===== config.mk =====
export PLATFORM = sky130hd
export DESIGN_NAME = iob2axi_rd
export DESIGN_NICKNAME = d
export VERILOG_FILES = /design/src/hw/iob2axi_pkg.sv /design/src/hw/iob2axi_rd.sv
export SDC_FILE = /design/constraint.sdc
export NUM_CORES = 1
export LEC_CHECK = 0
export BUFFER_PORTS_ARGS = -buffer_cell sky130_fd_sc_hd__buf_2
export CORE_ASPECT_RATIO = 0.6
export CORE_UTILIZATION = 25
export DETAILED_ROUTE_END_ITERATION = 10
export MAX_ROUTING_LAYER = met4
export SLEW_MARGIN = 20
export SYNTH_ARGS = -nofsm -noshare
export SYNTH_HDL_FRONTEND = slang
export SYNTH_SLANG_ARGS = --single-unit

===== constraint.sdc =====
create_clock -name clk -period 3.3 [get_ports clk]
set_input_delay 0.495 -clock clk [delete_from_list [all_inputs] [get_ports clk]]
set_output_delay 0.495 -clock clk [all_outputs]
set_load 0.02 [all_outputs]

===== src/hw/iob2axi_pkg.sv =====
package iob2axi_pkg;

   // Burst length holds beats minus one
   localparam int axi_len_w = 8;

   typedef logic [axi_len_w-1:0] axi_len_t;
   typedef logic [1:0] axi_resp_t;

   localparam axi_resp_t axi_resp_okay = 2'd0;
   localparam axi_resp_t axi_resp_slverr = 2'd2;

   localparam logic [1:0] axi_burst_incr = 2'd1;

   // Normal non-cacheable modifiable, non-secure unprivileged data
   localparam logic [3:0] axi_cache_val = 4'd2;
   localparam logic [2:0] axi_prot_val = 3'd2;

   // Size code is log2 of the bytes per word
   function automatic logic [2:0] axi_size(input int data_w);
      return 3'($clog2(data_w / 8));
   endfunction

endpackage


===== src/hw/iob2axi_rd.sv =====
`timescale 1ns/100ps

module iob2axi_rd import iob2axi_pkg::*; #(
   parameter int ADDR_W = 16,
   parameter int DATA_W = 32
) (
   input  logic              clk,
   input  logic              rst,
   // Control
   input  axi_len_t          length,
   output logic              ready,
   output logic              error,
   // Native slave side
   input  logic              s_valid,
   input  logic [ADDR_W-1:0] s_addr,
   output logic [DATA_W-1:0] s_rdata,
   output logic              s_ready,
   // AXI4 read address
   output logic              m_axi_arid,
   output logic [ADDR_W-1:0] m_axi_araddr,
   output axi_len_t          m_axi_arlen,
   output logic [2:0]        m_axi_arsize,
   output logic [1:0]        m_axi_arburst,
   output logic              m_axi_arlock,
   output logic [3:0]        m_axi_arcache,
   output logic [2:0]        m_axi_arprot,
   output logic [3:0]        m_axi_arqos,
   output logic              m_axi_arvalid,
   input  logic              m_axi_arready,
   // AXI4 read data
   input  logic              m_axi_rvalid,
   input  logic [DATA_W-1:0] m_axi_rdata,
   input  axi_resp_t         m_axi_rresp,
   input  logic              m_axi_rlast,
   output logic              m_axi_rready
);

   localparam logic ADDR_HS = 1'b0;
   localparam logic READ = 1'b1;

   logic              state;
   logic [ADDR_W-1:0] addr_reg;
   axi_len_t          length_reg;
   axi_len_t          counter;
   logic              slverr_seen;
   logic              ar_hs;
   logic              r_hs;
   logic              last_beat;
   logic              beat_err;

   // Fixed burst attributes
   assign m_axi_arid = 1'b0;
   assign m_axi_arsize = axi_size(DATA_W);
   assign m_axi_arburst = axi_burst_incr;
   assign m_axi_arlock = 1'b0;
   assign m_axi_arcache = axi_cache_val;
   assign m_axi_arprot = axi_prot_val;
   assign m_axi_arqos = 4'd0;

   // Request goes straight out while idle, latched copy afterwards
   assign m_axi_arvalid = (state == ADDR_HS) & s_valid & ready;
   assign m_axi_araddr = (state == ADDR_HS) ? s_addr : addr_reg;
   assign m_axi_arlen = (state == ADDR_HS) ? length : length_reg;

   // Native requester throttles the read data channel
   assign m_axi_rready = (state == READ) & s_valid;

   assign ar_hs = m_axi_arvalid & m_axi_arready;
   assign r_hs = m_axi_rvalid & m_axi_rready;
   assign last_beat = r_hs & (counter == length_reg);
   assign beat_err = (m_axi_rresp == axi_resp_slverr);

   always_ff @(posedge clk, posedge rst) begin
      if (rst) begin
         state <= ADDR_HS;
         ready <= 1'b1;
         error <= 1'b0;
         s_ready <= 1'b0;
         counter <= '0;
         slverr_seen <= 1'b0;
         length_reg <= '0;
      end else begin
         // Ready comes back one cycle after the return to idle
         ready <= (state == ADDR_HS) & ~ar_hs;
         s_ready <= r_hs;
         if (state == ADDR_HS) begin
            counter <= '0;
            slverr_seen <= 1'b0;
            if (ar_hs) begin
               length_reg <= length;
               state <= READ;
            end
         end else begin
            if (r_hs) begin
               counter <= counter + 1'b1;
               slverr_seen <= slverr_seen | beat_err;
            end
            // Final counted beat must carry rlast
            if (last_beat) begin
               error <= ~m_axi_rlast | slverr_seen | beat_err;
               state <= ADDR_HS;
            end
         end
      end
   end

   always_ff @(posedge clk) begin
      if (ar_hs) begin
         addr_reg <= s_addr;
      end
      if (r_hs) begin
         s_rdata <= m_axi_rdata;
      end
   end

endmodule


* Yosys cells after proc, flatten, opt, wreduce, memory -nomap -nowiden
Cells that the tools add are included.
** Cells by class
- Add/sub/neg operators :: 1
- Equality and inequality tests :: 3
- Multiplexer cells :: 9
- Bitwise logic cells :: 13
- Reductions and logical operators :: 2
** Operators with widths (number)
- 8-bit two-way mux :: 3
- 16-bit two-way mux :: 1
- 8-bit by 1-bit adder with 8-bit output, second input constant :: 1
- 8-bit == test :: 1
- 1-bit AND :: 7
- 1-bit two-way mux :: 5
- 2-bit AND reduction :: 2
- 1-bit inverter :: 3
- 1-bit bitwise OR :: 3
- 2-bit == test, second input constant :: 1
- 2-bit by 1-bit != test with 1-bit output, second input constant :: 1
** Storage, ports and cells
- Bits in registers :: 69
- Input bits :: 64
- Logic and storage cells :: 37

* Depth between registers and ports, before layout
- Depth in word-level cells :: 6
- Gate-level depth with buffers :: 5
- Depth with buffers taken out :: 5

* Worst setup path after synthesis
No wires, ideal clock.
- Path type :: reg-to-reg
- Start point :: reg ready
- End point :: reg addr_reg[0], enable pin
- Data arrival time :: 1329 ps
- Data required time :: 2936 ps
- Setup slack :: 1607 ps
- Cell stages (with the launch flop) :: 5
- Path buffers :: 0
- Period minus slack after synthesis :: 1693 ps
- Cell sequence :: dfstp_2 nand2_1 nor2_4 nand2_4 inv_1
** On the way
- Cells in the longest elaborated chain, start to end :: 2
** RTL lines
- from (decl) :: RTL line iob2axi_rd.sv:11 : output logic ready,
- from (signal assigned) :: RTL line iob2axi_rd.sv:84 : ready <= (state == ADDR_HS) & ~ar_hs;
- 1-bit AND :: RTL line iob2axi_rd.sv:61 : assign m_axi_arvalid = (state == ADDR_HS) & s_valid & ready;
- via m_axi_arvalid :: RTL line iob2axi_rd.sv:28 : output logic m_axi_arvalid,
- 1-bit AND :: RTL line iob2axi_rd.sv:68 : assign ar_hs = m_axi_arvalid & m_axi_arready;
- via ar_hs :: RTL line iob2axi_rd.sv:46 : logic ar_hs;
- to (signal assigned) :: RTL line iob2axi_rd.sv:109 : addr_reg <= s_addr;
- to (decl) :: RTL line iob2axi_rd.sv:42 : logic [ADDR_W-1:0] addr_reg;
The timed path passes the listed nets, and every way through them passes these cells.
A chain may end at the register's enable or synchronous reset.

* Final worst setup path
- Start point :: reg state
- End point :: out m_axi_araddr[6]
** On the way
- Cells in the longest elaborated chain, start to end :: 1
** RTL lines
- from (decl) :: RTL line iob2axi_rd.sv:41 : logic state;
- from (signal assigned) :: RTL line iob2axi_rd.sv:75 : state <= ADDR_HS;
- from (signal assigned) :: RTL line iob2axi_rd.sv:91 : state <= READ;
- from (signal assigned) :: RTL line iob2axi_rd.sv:101 : state <= ADDR_HS;
- 16-bit two-way mux :: RTL line iob2axi_rd.sv:62 : assign m_axi_araddr = (state == ADDR_HS) ? s_addr : addr_reg;
- to (decl) :: RTL line iob2axi_rd.sv:20 : output logic [ADDR_W-1:0] m_axi_araddr,
No other way between the ends.

==> metrics.md <==
| Metric | Value |
|---|---|
| Dominant synthesized flop cell | `edfxtp_1` |
| Peak Freq | `388 MHz` |
| DP HPWL | `4.51 mm` |
| TritonCTS clock tree | `done` |
| RSZ-0062 raised after global routing | `no` |
| Design Area, Final | `0.00397 mm^2` |
| P&R area growth vs syn | `38.5%` |
| Clk pwr share | `37.7%` |
| Number of gates resized after cts | `0` |
| Post-Syn Area | `0.00287 mm^2` |
| Row cnt | `29` |
| Routed length per instance | `13.3 um` |
| Power Density | `831 mW/mm^2` |
| Non-Filler Instances | `456` |
| DP Cell Count | `439` |
| Pre-Repair DR Iteration Count | `4` |
| CP Data Arrival Time | `2.09 ns` |
| Peak supply drop | `411 uV` |
| Largest net degree at the start of global routing | `34` |
| Outcome | `completed` |
| H-tree levels | `3` |
| Crit path max fanout | `23` |
| Tcrit/Tclk final | `78.2%` |
| Combinational share of power | `25.9%` |
| Final worst slack | `0.720 ns` |
| Share of cells above drive strength 1 | `57.0%` |
| Number of global-route vias before repair | `1825` |
| Nets | `376` |
| # Max-Cap Violations | `0` |
| Starting density of the core | `26.4%` |
| Max FFs per register | `32` |
| Final setup vio count | `0` |
| Yosys warnings | `0` |
| Grt ovf | `0` |
| Worst-Skew Late Latency | `0.33 ns` |
| CTS max path bufs | `2` |
| Final Max Slew Viols | `0` |
| Placed cell areas | `0.00358 mm^2` |
| Pre-CTS WS | `1.04 ns` |
| Minimum clock period | `2.58 ns` |
| Routability cong. | `0.731` |
| Sw Pwr | `0.944 mW` |
| Setup TNS | `0 ns` |
| Buf+Inv Stages, Crit Path | `2` |
| Root Buffer | `clkbuf_16` |
| CORE AREA | `0.0108 mm^2` |
| Slowest cell on crit path | `dfrtp_1` |
| Netlist cell types | `31` |
| Initial DRC count | `61` |
| Fillers | `1047` |
| First-pass GRT wire length | `9.40 mm` |
| DRC errors left | `0` |
| Crit path cell chain | `buf_4 > mux2_2 > buf_2` |
| Clock slew at reported path FFs | `0.05 ns` |
| Post-CTS Hold Buffers | `0` |
| Relative slew slack | `45.7%` |
| Post-DR vias/cell | `4.04` |
| Post-Syn Instances | `180` |
| GRT Total Usage | `10.9%` |
| Leak | `1.73 nW` |
| Num CTS Buffers | `9` |
| Initial antenna violation count | `1` |
| PortBufs | `124` |
| CP endpoint kind | `output pin` |
| P_int | `2.36 mW` |
| Sw frac | `28.6%` |
| Hold Crit Class | `input port to asynchronous set/reset pin` |
| Final Hold Viols | `0` |
| Ys async rst share | `30.4%` |
| Worst Path Required | `2.80 ns` |
| Die width | `140 um` |
| Clk_skew | `0.00304 ns` |
| Number of synthesized flops with an enable pin | `48` |
| WL final | `6.05 mm` |
| I/O Pins | `143` |
| CTS sink count | `69` |
| Die ar. | `0.0119 mm^2` |
| CP Launch Type | `register` |
| Delay-heaviest family, CP | `flip-flops` |
| Yosys reg bits | `69` |
| Final ANT Viol Nets | `0` |
| Vert. Die Dim | `85.0 um` |
| Syn Area/Cell | `15.9 um^2` |
| Worst-margin pin slew | `0.813 ns` |
| Delay of the slowest critical-path stage | `0.86 ns` |
| Reg power frac | `36.4%` |
| Post-CTS Setup Inserts | `0` |
| Vias | `1844` |
| Crit path kind | `register to output pin` |
| Share of the yosys chip area belonging to registers | `68.6%` |
layout by cell type (no fill, tap or decap), types with 2 or more instances in the layout:
cell / n
a21boi_0: 2
and2_1: 3
buf_2: 124
buf_4: 2
bufinv_16: 5
clkbuf_16: 9
conb_1: 18
dfrtp_1: 20
edfxtp_1: 48
inv_1: 3
mux2_2: 32
mux2i_1: 2
nand2_1: 8
nand3_1: 5
nand4_1: 2
nor2_1: 2
nor3_2: 3
o21ai_0: 2
or3_1: 2
xnor2_1: 10
per-layer routing:
metal | routed length [um] | share of wire, % | track usage [%]
met4 | 65 | 1.1 | 3.90
met2 | 2800 | 46 | 16.2
met3 | 446 | 7.4 | 5.19
met1 | 2740 | 45 | 12.9
met5 | 0 | 0 | -
synth_stat cells (3+ instances only):
cell type	number	area share, %
buf_4	19	5.0
nand3_1	5	0.87
and2_1	3	0.65
xnor2_1	10	3.1
inv_1	3	0.39
nor3_2	3	1.0
edfxtp_1	48	50
dfrtp_1	20	17
mux2_2	32	13
nand2_1	8	1.0
power groups by stage:
| stage | clock network (mW) | registers, mW | logic (mW) |
|---|---|---|---|
| floorplan | 0 | 1.22 | 0.613 |
| global placement | 0 | 1.21 | 0.856 |
| detailed placement | 0 | 1.22 | 0.864 |
| CTS | 1.28 | 1.20 | 0.870 |
| global route | 1.32 | 1.22 | 0.919 |
| finish | 1.24 | 1.20 | 0.855 |
worst register-to-register path, stage by stage, from the launching register on:
cell	delay, ns
dfrtp_1	0.86
nand3_1	0.29
inv_1	0.11
buf_4	0.38
final timing paths:
kind | slack, ns | cells past startpoint | endpoint | start
worst max-delay path | 0.72 | 3 | m_axi_araddr[6] | state
worst min-delay path | 0.32 | 2 | s_ready | rst
worst max register to register | 1.29 | 3 | s_rdata[11] | state
worst min register to register | 0.48 | 1 | error | error
max in group asynchronous | 2.47 | 2 | length_reg[5] | rst
min in group clk | 0.34 | 1 | s_rdata[25] | m_axi_rdata[25]
final cells by class:
type / count / area [um^2] / area share, %
sequential: 69 / 1970 / 49.5
multi-input combinational: 102 / 793 / 20.0
timing repair buffer: 126 / 636 / 16.0
clock buffer: 10 / 229 / 5.76
tap: 139 / 174 / 4.38
clock inverter: 6 / 159 / 4.00
inverter: 3 / 11.3 / 0.283
antenna: 1 / 2.50 / 0.0630
logic make-up (layout without fill, tap and decap cells):
family	Yosys count	count (layout)	synth area share (%)
compound gates	7	7	1.57
xor+xnor	11	11	3.36
fa+ha+maj	1	1	0.436
buf+inv	25	145	5.84
flops	69	69	68.6
mux	35	35	13.7
other cells	2	19	0.262
simple gates	30	30	6.28
stage by stage:
| step | utilization, % | total power [mW] | hold WS, ns |
|---|---|---|---|
| 5_1_grt | 36.6 | 3.46 | 0.321 |
| 3_3_place_gp | 33.0 | 2.07 | 0.470 |
| 3_5_place_dp | 33.0 | 2.08 | 0.469 |
| 6_report | 36.6 | 3.30 | 0.322 |
| 2_1_floorplan | - | 1.83 | 0.455 |
| 4_1_cts | 36.6 | 3.35 | 0.325 |
No activity file was read; power rests on OpenSTA's default activity.
