## config.mk

```make
export PLATFORM = sky130hd
export DESIGN_NAME = iob2axi_wr
export DESIGN_NICKNAME = d
export VERILOG_FILES = /design/src/hw/iob2axi_pkg.sv /design/src/hw/iob2axi_wr.sv
export SDC_FILE = /design/constraint.sdc
export NUM_CORES = 1
export LEC_CHECK = 0
export BUFFER_PORTS_ARGS = -buffer_cell sky130_fd_sc_hd__buf_2
export CELL_PAD_IN_SITES_DETAIL_PLACEMENT = 1
export CELL_PAD_IN_SITES_GLOBAL_PLACEMENT = 2
export CORE_ASPECT_RATIO = 1.2
export CORE_UTILIZATION = 24
export CTS_BUF_LIST = sky130_fd_sc_hd__clkbuf_8
export DETAILED_ROUTE_END_ITERATION = 10
export PLACE_DENSITY_LB_ADDON = 0.1
export SLEW_MARGIN = 20
export SYNTH_ARGS = -nofsm -noshare
export SYNTH_HDL_FRONTEND = slang
export SYNTH_SLANG_ARGS = --single-unit
```

## constraint.sdc

```tcl
create_clock -name clk -period 1.8 [get_ports clk]
set_input_delay 0.27 -clock clk [delete_from_list [all_inputs] [get_ports clk]]
set_output_delay 0.27 -clock clk [all_outputs]
set_load 0.02 [all_outputs]
```

## src/hw/iob2axi_pkg.sv

```systemverilog
package iob2axi_pkg;

   // Burst length holds beats minus one
   localparam int axi_len_w = 8;

   typedef logic [axi_len_w-1:0] axi_len_t;
   typedef logic [1:0] axi_resp_t;

   localparam axi_resp_t axi_resp_okay = 2'd0;
   localparam axi_resp_t axi_resp_slverr = 2'd2;

   localparam logic [1:0] axi_burst_incr = 2'd1;

   // Normal non-cacheable modifiable, non-secure unprivileged data
   localparam logic [3:0] axi_cache_val = 4'd2;
   localparam logic [2:0] axi_prot_val = 3'd2;

   // Size code is log2 of the bytes per word
   function automatic logic [2:0] axi_size(input int data_w);
      return 3'($clog2(data_w / 8));
   endfunction

endpackage

```

## src/hw/iob2axi_wr.sv

```systemverilog
`timescale 1ns/100ps

module iob2axi_wr import iob2axi_pkg::*; #(
   parameter int ADDR_W = 16,
   parameter int DATA_W = 32
) (
   input  logic                clk,
   input  logic                rst,
   // Control
   input  axi_len_t            length,
   output logic                ready,
   output logic                error,
   // Native slave side
   input  logic                s_valid,
   input  logic [ADDR_W-1:0]   s_addr,
   input  logic [DATA_W-1:0]   s_wdata,
   output logic                s_ready,
   // AXI4 write address
   output logic                m_axi_awid,
   output logic [ADDR_W-1:0]   m_axi_awaddr,
   output axi_len_t            m_axi_awlen,
   output logic [2:0]          m_axi_awsize,
   output logic [1:0]          m_axi_awburst,
   output logic                m_axi_awlock,
   output logic [3:0]          m_axi_awcache,
   output logic [2:0]          m_axi_awprot,
   output logic [3:0]          m_axi_awqos,
   output logic                m_axi_awvalid,
   input  logic                m_axi_awready,
   // AXI4 write data
   output logic [DATA_W-1:0]   m_axi_wdata,
   output logic [DATA_W/8-1:0] m_axi_wstrb,
   output logic                m_axi_wlast,
   output logic                m_axi_wvalid,
   input  logic                m_axi_wready,
   // AXI4 write response
   input  logic                m_axi_bvalid,
   input  axi_resp_t           m_axi_bresp,
   output logic                m_axi_bready
);

   localparam logic [1:0] ADDR_HS = 2'd0;
   localparam logic [1:0] WRITE = 2'd1;
   localparam logic [1:0] RESP = 2'd2;

   logic [1:0]        state;
   logic [ADDR_W-1:0] addr_reg;
   axi_len_t          length_reg;
   axi_len_t          counter;
   logic              aw_hs;
   logic              w_hs;

   assign m_axi_awid = 1'b0;
   assign m_axi_awsize = axi_size(DATA_W);
   assign m_axi_awburst = axi_burst_incr;
   assign m_axi_awlock = 1'b0;
   assign m_axi_awcache = axi_cache_val;
   assign m_axi_awprot = axi_prot_val;
   assign m_axi_awqos = 4'd0;

   assign m_axi_awvalid = (state == ADDR_HS) & s_valid & ready;
   assign m_axi_awaddr = (state == ADDR_HS) ? s_addr : addr_reg;
   assign m_axi_awlen = (state == ADDR_HS) ? length : length_reg;

   // Native word passes straight through, full strobes only
   assign m_axi_wdata = s_wdata;
   assign m_axi_wstrb = {(DATA_W / 8){1'b1}};
   assign m_axi_wvalid = (state == WRITE) & s_valid;
   assign m_axi_wlast = (state == WRITE) & (counter == length_reg);
   assign m_axi_bready = (state == RESP);

   assign aw_hs = m_axi_awvalid & m_axi_awready;
   assign w_hs = m_axi_wvalid & m_axi_wready;

   // Ack is the data handshake itself
   assign s_ready = w_hs;

   always_ff @(posedge clk, posedge rst) begin
      if (rst) begin
         state <= ADDR_HS;
         ready <= 1'b1;
         error <= 1'b0;
         counter <= '0;
         length_reg <= '0;
      end else begin
         ready <= (state == ADDR_HS) & ~aw_hs;
         case (state)
            ADDR_HS: begin
               counter <= '0;
               if (aw_hs) begin
                  length_reg <= length;
                  state <= WRITE;
               end
            end
            WRITE: begin
               if (w_hs) begin
                  counter <= counter + 1'b1;
                  if (m_axi_wlast) begin
                     state <= RESP;
                  end
               end
            end
            RESP: begin
               if (m_axi_bvalid) begin
                  error <= (m_axi_bresp != axi_resp_okay);
                  state <= ADDR_HS;
               end
            end
            default: state <= ADDR_HS;
         endcase
      end
   end

   always_ff @(posedge clk) begin
      if (aw_hs) begin
         addr_reg <= s_addr;
      end
   end

endmodule

```

# ---- After elaboration in Yosys (flattened, before gate mapping)
# Cells that the tools add are included.
dict set report op_classes {
  reduce_logical 7
  n_bitwise 8
  muxes 9
  add_sub_neg 1
  eq_ne 7
}
# operator n
set ops {}
lappend ops {{$mux 16} 1}
lappend ops {{$mux 8} 2}
lappend ops {{$pmux 8 s2} 1}
lappend ops {{$add 8x1->8 const B} 1}
lappend ops {{$eq 8x8->1} 1}
lappend ops {{$mux 2} 4}
lappend ops {{$ne 2x2->1 const B} 4}
lappend ops {{$and 1x1->1} 7}
lappend ops {{$pmux 2 s3} 1}
lappend ops {{$reduce_and 2->1} 3}
lappend ops {{$reduce_and 4->1} 1}
lappend ops {{$reduce_bool 2->1} 2}
lappend ops {{$eq 2x1->1 const B} 1}
lappend ops {{$eq 2x2->1 const B} 1}
lappend ops {{$logic_not 2->1} 1}
lappend ops {{$not 1->1} 1}
dict set report word_totals {
  wordCells 38
  register_bits 36
  output_inout_bits 85
}

# ---- Longest topological paths before layout
# Gate-level depths: netlist of the first run.
dict set report depth {
  word_depth 6
  depth_mapped 6
  ltp_nobuf 5
}

# ---- Worst setup path before layout of the first run
# Ideal clock, no wire load.
dict set report synth_timing {
  path_kind {reg-to-reg}
  startpoint {reg state[0]}
  endpoint {reg addr_reg[0] (enable)}
  arrival_time_ps 1212
  path_stages_with_launch 5
  synth_period_minus_slack_ps 1579
  setup_time_ps 368
  n_path_buf 1
  required_ps 1432
  path_slack_ps 221
  cell_sequence {dfrtp_1 > buf_4 > nor2_4 > nand4_4 > inv_1}
}
dict set report synth_between {
  elab_chain_cells 4
}
# item line
set synth_lines {}
lappend synth_lines {{from (decl)} iob2axi_wr.sv:46} ;# logic [1:0] state;
lappend synth_lines {{from (signal assigned)} iob2axi_wr.sv:80} ;# state <= ADDR_HS;
lappend synth_lines {{from (signal assigned)} iob2axi_wr.sv:92} ;# state <= WRITE;
lappend synth_lines {{from (signal assigned)} iob2axi_wr.sv:99} ;# state <= RESP;
lappend synth_lines {{$logic_not 2->1} iob2axi_wr.sv:61} ;# assign m_axi_awvalid = (state == ADDR_HS) & s_valid & ready;
lappend synth_lines {{$and 1x1->1 (2 in a row)} iob2axi_wr.sv:61}
lappend synth_lines {{$and 1x1->1} iob2axi_wr.sv:72} ;# assign aw_hs = m_axi_awvalid & m_axi_awready;
lappend synth_lines {{via aw_hs} iob2axi_wr.sv:50} ;# logic aw_hs;
lappend synth_lines {{to (signal assigned)} iob2axi_wr.sv:116} ;# addr_reg <= s_addr;
lappend synth_lines {{to (decl)} iob2axi_wr.sv:47} ;# logic [ADDR_W-1:0] addr_reg;
# The timed path passes the listed nets, and every way through them passes these cells.
# A chain may end at the register's enable or synchronous reset.

# ---- Worst setup path in the final report of the first run
dict set report layout_timing {
  startpoint {reg counter[2]}
  endpoint {out m_axi_wlast}
}
dict set report layout_between {
  elab_chain_cells 2
}
# item line
set layout_lines {}
lappend layout_lines {{from (decl)} iob2axi_wr.sv:49} ;# axi_len_t counter;
lappend layout_lines {{from (signal assigned)} iob2axi_wr.sv:97} ;# counter <= counter + 1'b1;
lappend layout_lines {{$eq 8x8->1} iob2axi_wr.sv:69} ;# assign m_axi_wlast = (state == WRITE) & (counter == length_reg);
lappend layout_lines {{$and 1x1->1} iob2axi_wr.sv:69}
lappend layout_lines {{to (decl)} iob2axi_wr.sv:33} ;# output logic m_axi_wlast,
# Every way passes these cells.

==> results of run 1 <==
[per-layer routing]
| layer | GRT usage | wire length, µm | part of all wire | vias to the layer above |
|---|---|---|---|---|
| li1 | - | - | - | 665 |
| met5 | 0 | 0 | 0 | - |
| met3 | 0.0408 | 398 | 0.073 | 5 |
| met1 | 0.136 | 2290 | 0.42 | 703 |
| met2 | 0.199 | 2730 | 0.50 | 83 |
| met4 | 0.0272 | 40 | 0.0073 | 0 |
[cell families (layout without fill, tap and decap cells)]
family,Yosys count,count (layout),share of synthesized area
buf+inv,63,93,0.203
fa+ha+maj,1,1,0.00566
flops,36,36,0.445
compound gates,10,10,0.0368
simple gates,30,30,0.0838
mux,33,33,0.168
other cells,2,22,0.00340
xor+xnor,14,14,0.0555
[per-stage QoR]
stage               total power [µW]  TNS (ps)  hold slack [ps]   util
floorplan                       2400         0              233      -
global placement                2810         0              326  0.268
detailed placement              2800         0              337  0.268
CTS                             4480     -2750             6.40  0.327
global route                    4540     -1730             27.1  0.324
finish                          4280      -311             2.26  0.324
[timing repair]
action,in CTS,in global routing
endpoints found under the hold margin,0,0
endpoints found under the setup margin,26,48
pin swaps,3,6
cloned,3,0
buffers inserted,8,4
resized for setup,80,14
[power groups by stage]
stage / registers (µW) / clock network [µW] / logic, µW
floorplan: 1170 / 0 / 1230
global placement: 1200 / 0 / 1610
detailed placement: 1200 / 0 / 1590
CTS: 1190 / 751 / 2540
global route: 1220 / 776 / 2540
finish: 1180 / 712 / 2380
[layout make-up]
cell class              count  area, µm²
repair buffers             81        689
inverters                   4       15.0
clock buffers               5       68.8
well taps                 120        150
fillers                  1021       6070
clock inverters             3       38.8
multi-input cells         110        970
flip-flops and latches     36        983
[worst register-to-register path, cell delays in order, from the launching register on]
cell     delay [ps]
dfrtp_1         410
nor2_4          160
buf_12          140
buf_12          110
buf_6            90
buf_4           110
nand4_4         150
inv_2           120
buf_12          160
[how the worst max path moves through the flow]
stage / endpoint / slack, ps / cells after the start
4_1_cts: m_axi_wlast / -200 / 6
5_1_grt: m_axi_wlast / -170 / 6
3_3_place_gp: m_axi_wlast / 130 / 6
6_report: m_axi_wlast / -70 / 6
3_5_place_dp: m_axi_wlast / 130 / 6
2_1_floorplan: addr_reg[0]$_DFFE_PP_ / 220 / 4
[cells in the final DEF, fill, tap and decap left out, types with 3 or more instances in the layout]
cell type	netlist	final
conb_1	2	22
inv_1	4	4
dfrtp_1	19	18
clkbuf_8	0	5
edfxtp_1	16	16
o21ai_0	4	4
buf_12	0	5
nand2_1	3	3
buf_2	4	36
mux2_4	0	24
mux2_2	32	8
xor2_1	10	10
xnor2_1	4	4
buf_6	0	29
nor2_1	11	10
buf_4	55	11
==> results by group, run 1 <==
Yosys
  – Post-Synthesis Mean Instance Area: 11.7 µm²
  – Post-synth top flop: dfrtp_1
  – Post-Syn Instances: 189
  – Leading area contributor after synthesis: edfxtp_1
  – Post-synth top area share: 0.217
  – Area contributors post-synth: edfxtp_1 22%, dfrtp_1 22%, buf_4 19%
  – YS warnings: 0
  – Synthesized flop and latch total: 36
  – Unique masters post-synth: 31
  – Most frequent cell after synthesis: buf_4
  – Sequential fraction of the synthesis area: 0.445
  – Fraction of registers with async set/reset: 0.556
  – Mapped cell area: 2210 µm²
  – Top cells by count, synth: 55 x buf_4, 32 x mux2_2, 19 x dfrtp_1, 16 x edfxtp_1, 11 x nor2_1
  – EDFF count, synth: 16

Worst setup path
  – Worst path slowest cell: dfrtp_1
  – Crit Path Category: reg -> out
  – R2r worst-path depth: 8
  – Max stage delay on crit path: 390 ps
  – Worst R2R End: addr_reg[7]$_DFFE_PP_
  – Flop2flop setup slack: 80 ps
  – Largest delay contributor family on the critical path: simple AND/OR/NAND/NOR gates
  – Crit path arrival time: 1600 ps
  – CP startpoint kind: register
  – Buf/Inv on CP: 2
  – Reg2reg start: state[1]$_DFFE_PP0P_
  – Setup crit start: counter[2]$_DFFE_PP0P_
  – Crit-path cells: xor2_1 > nor4_1 > buf_4 > nand3_4 > nor2_4 > buf_6
  – Crit Path Max Fanout: 2
  – Critical path required time: 1530 ps
  – Critical Path Sink Type: primary output

GRT
  – Grt ovf: 0
  – First-pass GRT wire length: 8.20 mm
  – Pin count of the biggest net entering global routing: 21
  – Antenna violations before repair: 0
  – Gr usage total: 0.116
  – Vias in the first global route: 1552

Final layout
  – Post-Layout Inst Area: 2920 µm²
  – N_diodes: 0
  – Fin cells: 359
  – Max reg flops: 16
  – Synth-to-Final Area Change: 31.9%
  – NumNets Final: 303
  – Share of layout cells above drive strength 1: 0.552

Power and ir drop
  – Pleak: 0.00139 µW
  – Sw frac: 0.362
  – Combinational fraction of design power: 0.557
  – Worst VDD drop: 349 µV
  – Clock power share: 0.167
  – Pwr dens: 1470 nW/µm²
  – Switching pwr: 1550 µW
  – Cell Int Power: 2730 µW
  – Reg power frac: 0.277

Routing
  – Iter 0 DRT Violations: 32
  – First drt pass iteration count: 2
  – DR vias: 1456
  – Via density: 4.06
  – DR DRC count: 0
  – Total wire length: 5.46 mm
  – WL per Instance: 15.2 µm
  – Routed Antenna Nets: 0

Clocking
  – Root Driver: clkbuf_8
  – CTS Hold Bufs: 0
  – H-tree levels: 2
  – Clock slew at reported path FFs: 80 ps
  – Worst-Skew Late Latency: 290 ps
  – Num CTS Buffers: 5
  – CTS Sinks: 36
  – CTS tree: built
  – CTS max path bufs: 2

STA
  – Final Cycle Share: 1.04
  – Peak Freq: 0.534 GHz
  – Minimum clock period: 1870 ps
  – Final Hold Viols: 0
  – Worst Setup Slack, final: -72.1 ps
  – Max Slew Vio Count: 0
  – Setup violators final: 13
  – Worst clock skew: 11.0 ps
  – RSZ-0062 raised after global routing: yes

Worst hold path
  – Worst Hold Class: in -> async

Floorplan
  – Core Region: 8990 µm²
  – Chip Width: 89.6 µm
  – Die Y: 107 µm
  – Cell Rows: 38
  – Initial Utilization: 0.246
  – Full die area: 9600 µm²
  – IO Count: 149

Place
  – Placed instance count: 341
  – Routability Congestion: 0.673
  – HPWL after detailed placement: 3.83 mm
  – PortBufs: 62
  – Pre-CTS setup slack: 133 ps
  – Post-Place Cell Area: 2400 µm²

Job
  – Max-Cap Viols: 0

Status
  – Failing checks: negative setup slack
  – Run status: finished, violations left
No activity file was read; power rests on OpenSTA's default activity.
==> run 2, diff against run 1 <==
- BUFFER_PORTS_ARGS: -buffer_cell sky130_fd_sc_hd__buf_2 -> unset
- CORE_UTILIZATION: 24 -> 37
- DONT_BUFFER_PORTS: unset -> 1
==> run 2 against run 1 <==
The run still ends with negative setup slack left. Fmax rose by 2.0%. First-iteration DRC count up 22%. Global-route usage is 2.8 points higher. Largest power group unchanged.
==> results by group, run 2 (synthesis results as in run 1) <==
Place
  – Post-Place Cell Area: 2030 µm²
  – Routability Congestion: 0.769
  – PortBufs: 0
  – HPWL after detailed placement: 3.19 mm

GRT
  – Pin count of the biggest net entering global routing: 33
  – First-pass GRT wire length: 6.72 mm
  – Antenna violations before repair: 0
  – Grt ovf: 0
  – Vias in the first global route: 1258
  – Gr usage total: 0.144

STA
  – RSZ-0062 raised after global routing: yes
  – Setup_tns: -35.2 ps
  – Minimum clock period: 1840 ps
  – Final Hold Viols: 0
  – Final Cycle Share: 1.02
  – Max Slew Vio Count: 0
  – Worst Setup Slack, final: -35.2 ps
  – Setup violators final: 1
  – Worst Hold Slack: 67.5 ps
  – Peak Freq: 0.545 GHz
  – Worst clock skew: 7.10 ps

Final layout
  – Fillers: 621
  – NumNets Final: 244
  – Synth-to-Final Area Change: 8.27%
  – Most common cell after layout, fill and taps aside: mux2_4
  – Share of layout cells above drive strength 1: 0.389
  – N_diodes: 0
  – Max reg flops: 16
  – Post-Layout Inst Area: 2390 µm²
  – Commonest cells after routing, fill and taps aside: 24 x mux2_4, 22 x conb_1, 18 x dfrtp_1, 16 x edfxtp_1, 16 x buf_4

Clocking
  – Clock slew at reported path FFs: 80 ps
  – Worst-Skew Late Latency: 290 ps
  – Num CTS Buffers: 5
  – CTS tree: built
  – Root Driver: clkbuf_8
  – CTS Sinks: 36
  – CTS max path bufs: 2
  – H-tree levels: 2

Worst hold path
  – Worst Hold Class: in -> reg
  – Hold path depth: 1
  – Hold Path Origin: m_axi_bvalid
  – Hold EP: error$_DFFE_PP0P_

Worst setup path
  – Setup crit start: length_reg[4]$_DFFE_PP0P_
  – CP startpoint kind: register
  – Crit path arrival time: 1570 ps
  – Critical Path Sink Type: primary output
  – R2r worst-path depth: 7
  – Crit Path Max Fanout: 2
  – Reg2reg start: state[0]$_DFFE_PP0P_
  – Critical path required time: 1530 ps
  – Crit Path Category: reg -> out
  – Flop2flop setup slack: 140 ps
  – Worst R2R End: addr_reg[12]$_DFFE_PP_

Routing
  – WL per Instance: 18.0 µm
  – Total wire length: 4.67 mm
  – Via density: 4.78
  – Routed Antenna Nets: 0
  – DR vias: 1243
  – Iter 0 DRT Violations: 39
  – First drt pass iteration count: 4
  – DR DRC count: 0

Power and ir drop
  – Combinational fraction of design power: 0.475
  – Switching pwr: 1370 µW
  – Worst VDD drop: 535 µV
  – Sw frac: 0.373
  – Pwr dens: 1540 nW/µm²
  – Cell Int Power: 2300 µW
  – Reg power frac: 0.330
  – Pleak: 0.00110 µW
  – Clock power share: 0.195

Floorplan
  – Die Y: 86.7 µm
  – Chip Width: 72.5 µm
  – Core Region: 5710 µm²
  – Cell Rows: 30
  – Full die area: 6290 µm²
  – Initial Utilization: 0.387
  – IO Count: 149

Status
  – Failing checks: negative setup slack
  – Run status: finished, violations left

Job
  – Max-Cap Viols: 0
## run 2: cell types whose count changed in the layout (fill, tap and decap cells not counted), moves of 2 or more
| cell | change |
|---|---|
| buf_2 | -36 |
| clkbuf_16 | +2 |
| buf_6 | -28 |
| buf_12 | -3 |
| buf_4 | +5 |
## run 2: metrics by stage
step | utilization | std cells | setup WS (ps) | power (µW)
finish | 0.419 | 260 | -35.2 | 3680
global placement | 0.356 | 239 | 141 | 2490
detailed placement | 0.356 | 239 | 151 | 2500
floorplan | - | 209 | 221 | 2400
global route | 0.419 | 260 | -147 | 3870
CTS | 0.384 | 252 | -73.0 | 3290
## run 2: worst max-delay path, cell delays in order, from the launching register on
cell and delay (ps):
dfrtp_1 400, xor2_1 180, nor4_2 320, nand3_1 120
nor2_1 110, buf_4 150
## run 2: cell type report
cell class	instances	area (µm²)	area share
Multi-Input combinational cell	110	951	0.397
Clock inverter	3	42.5	0.0178
Inverter	4	15.0	0.00628
Sequential cell	36	983	0.411
Clock buffer	5	68.8	0.0288
Tap cell	80	100	0.0418
Timing Repair Buffer	22	231	0.0968
## run 2: how the worst max path moves through the flow
stage	end	slack, ps	cells after the start
after detailed placement	m_axi_wlast	150	5
after CTS	m_axi_wlast	-70	5
after global routing	m_axi_wlast	-150	5
after floorplan	addr_reg[0]$_DFFE_PP_	220	4
final	m_axi_wlast	-40	5
after global placement	m_axi_wlast	140	5
## run 2: timing repair
item                                    4_1_cts  5_1_grt
buffers inserted                              4        5
endpoints found under the setup margin        1       25
hold buffers                                  1        0
pin swaps                                     1        3
gates cloned                                  0        3
gates resized for setup                       1       25
hold endpoints to repair                     19        0
## run 2: routing by layer
metal | routed length, µm | track usage | vias up
met3 | 393 | 0.0674 | 8
met4 | 44 | 0.0660 | 0
met2 | 2340 | 0.227 | 85
li1 | - | - | 543
met5 | 0 | 0 | -
met1 | 1900 | 0.165 | 607
## run 2: power by group through the flow
stage,Combinational (µW),Clock [µW],Sequential [µW]
final,1740,718,1210
after detailed placement,1270,0,1230
after global routing,1850,779,1240
after CTS,1330,747,1210
after floorplan,1230,0,1170
after global placement,1270,0,1220
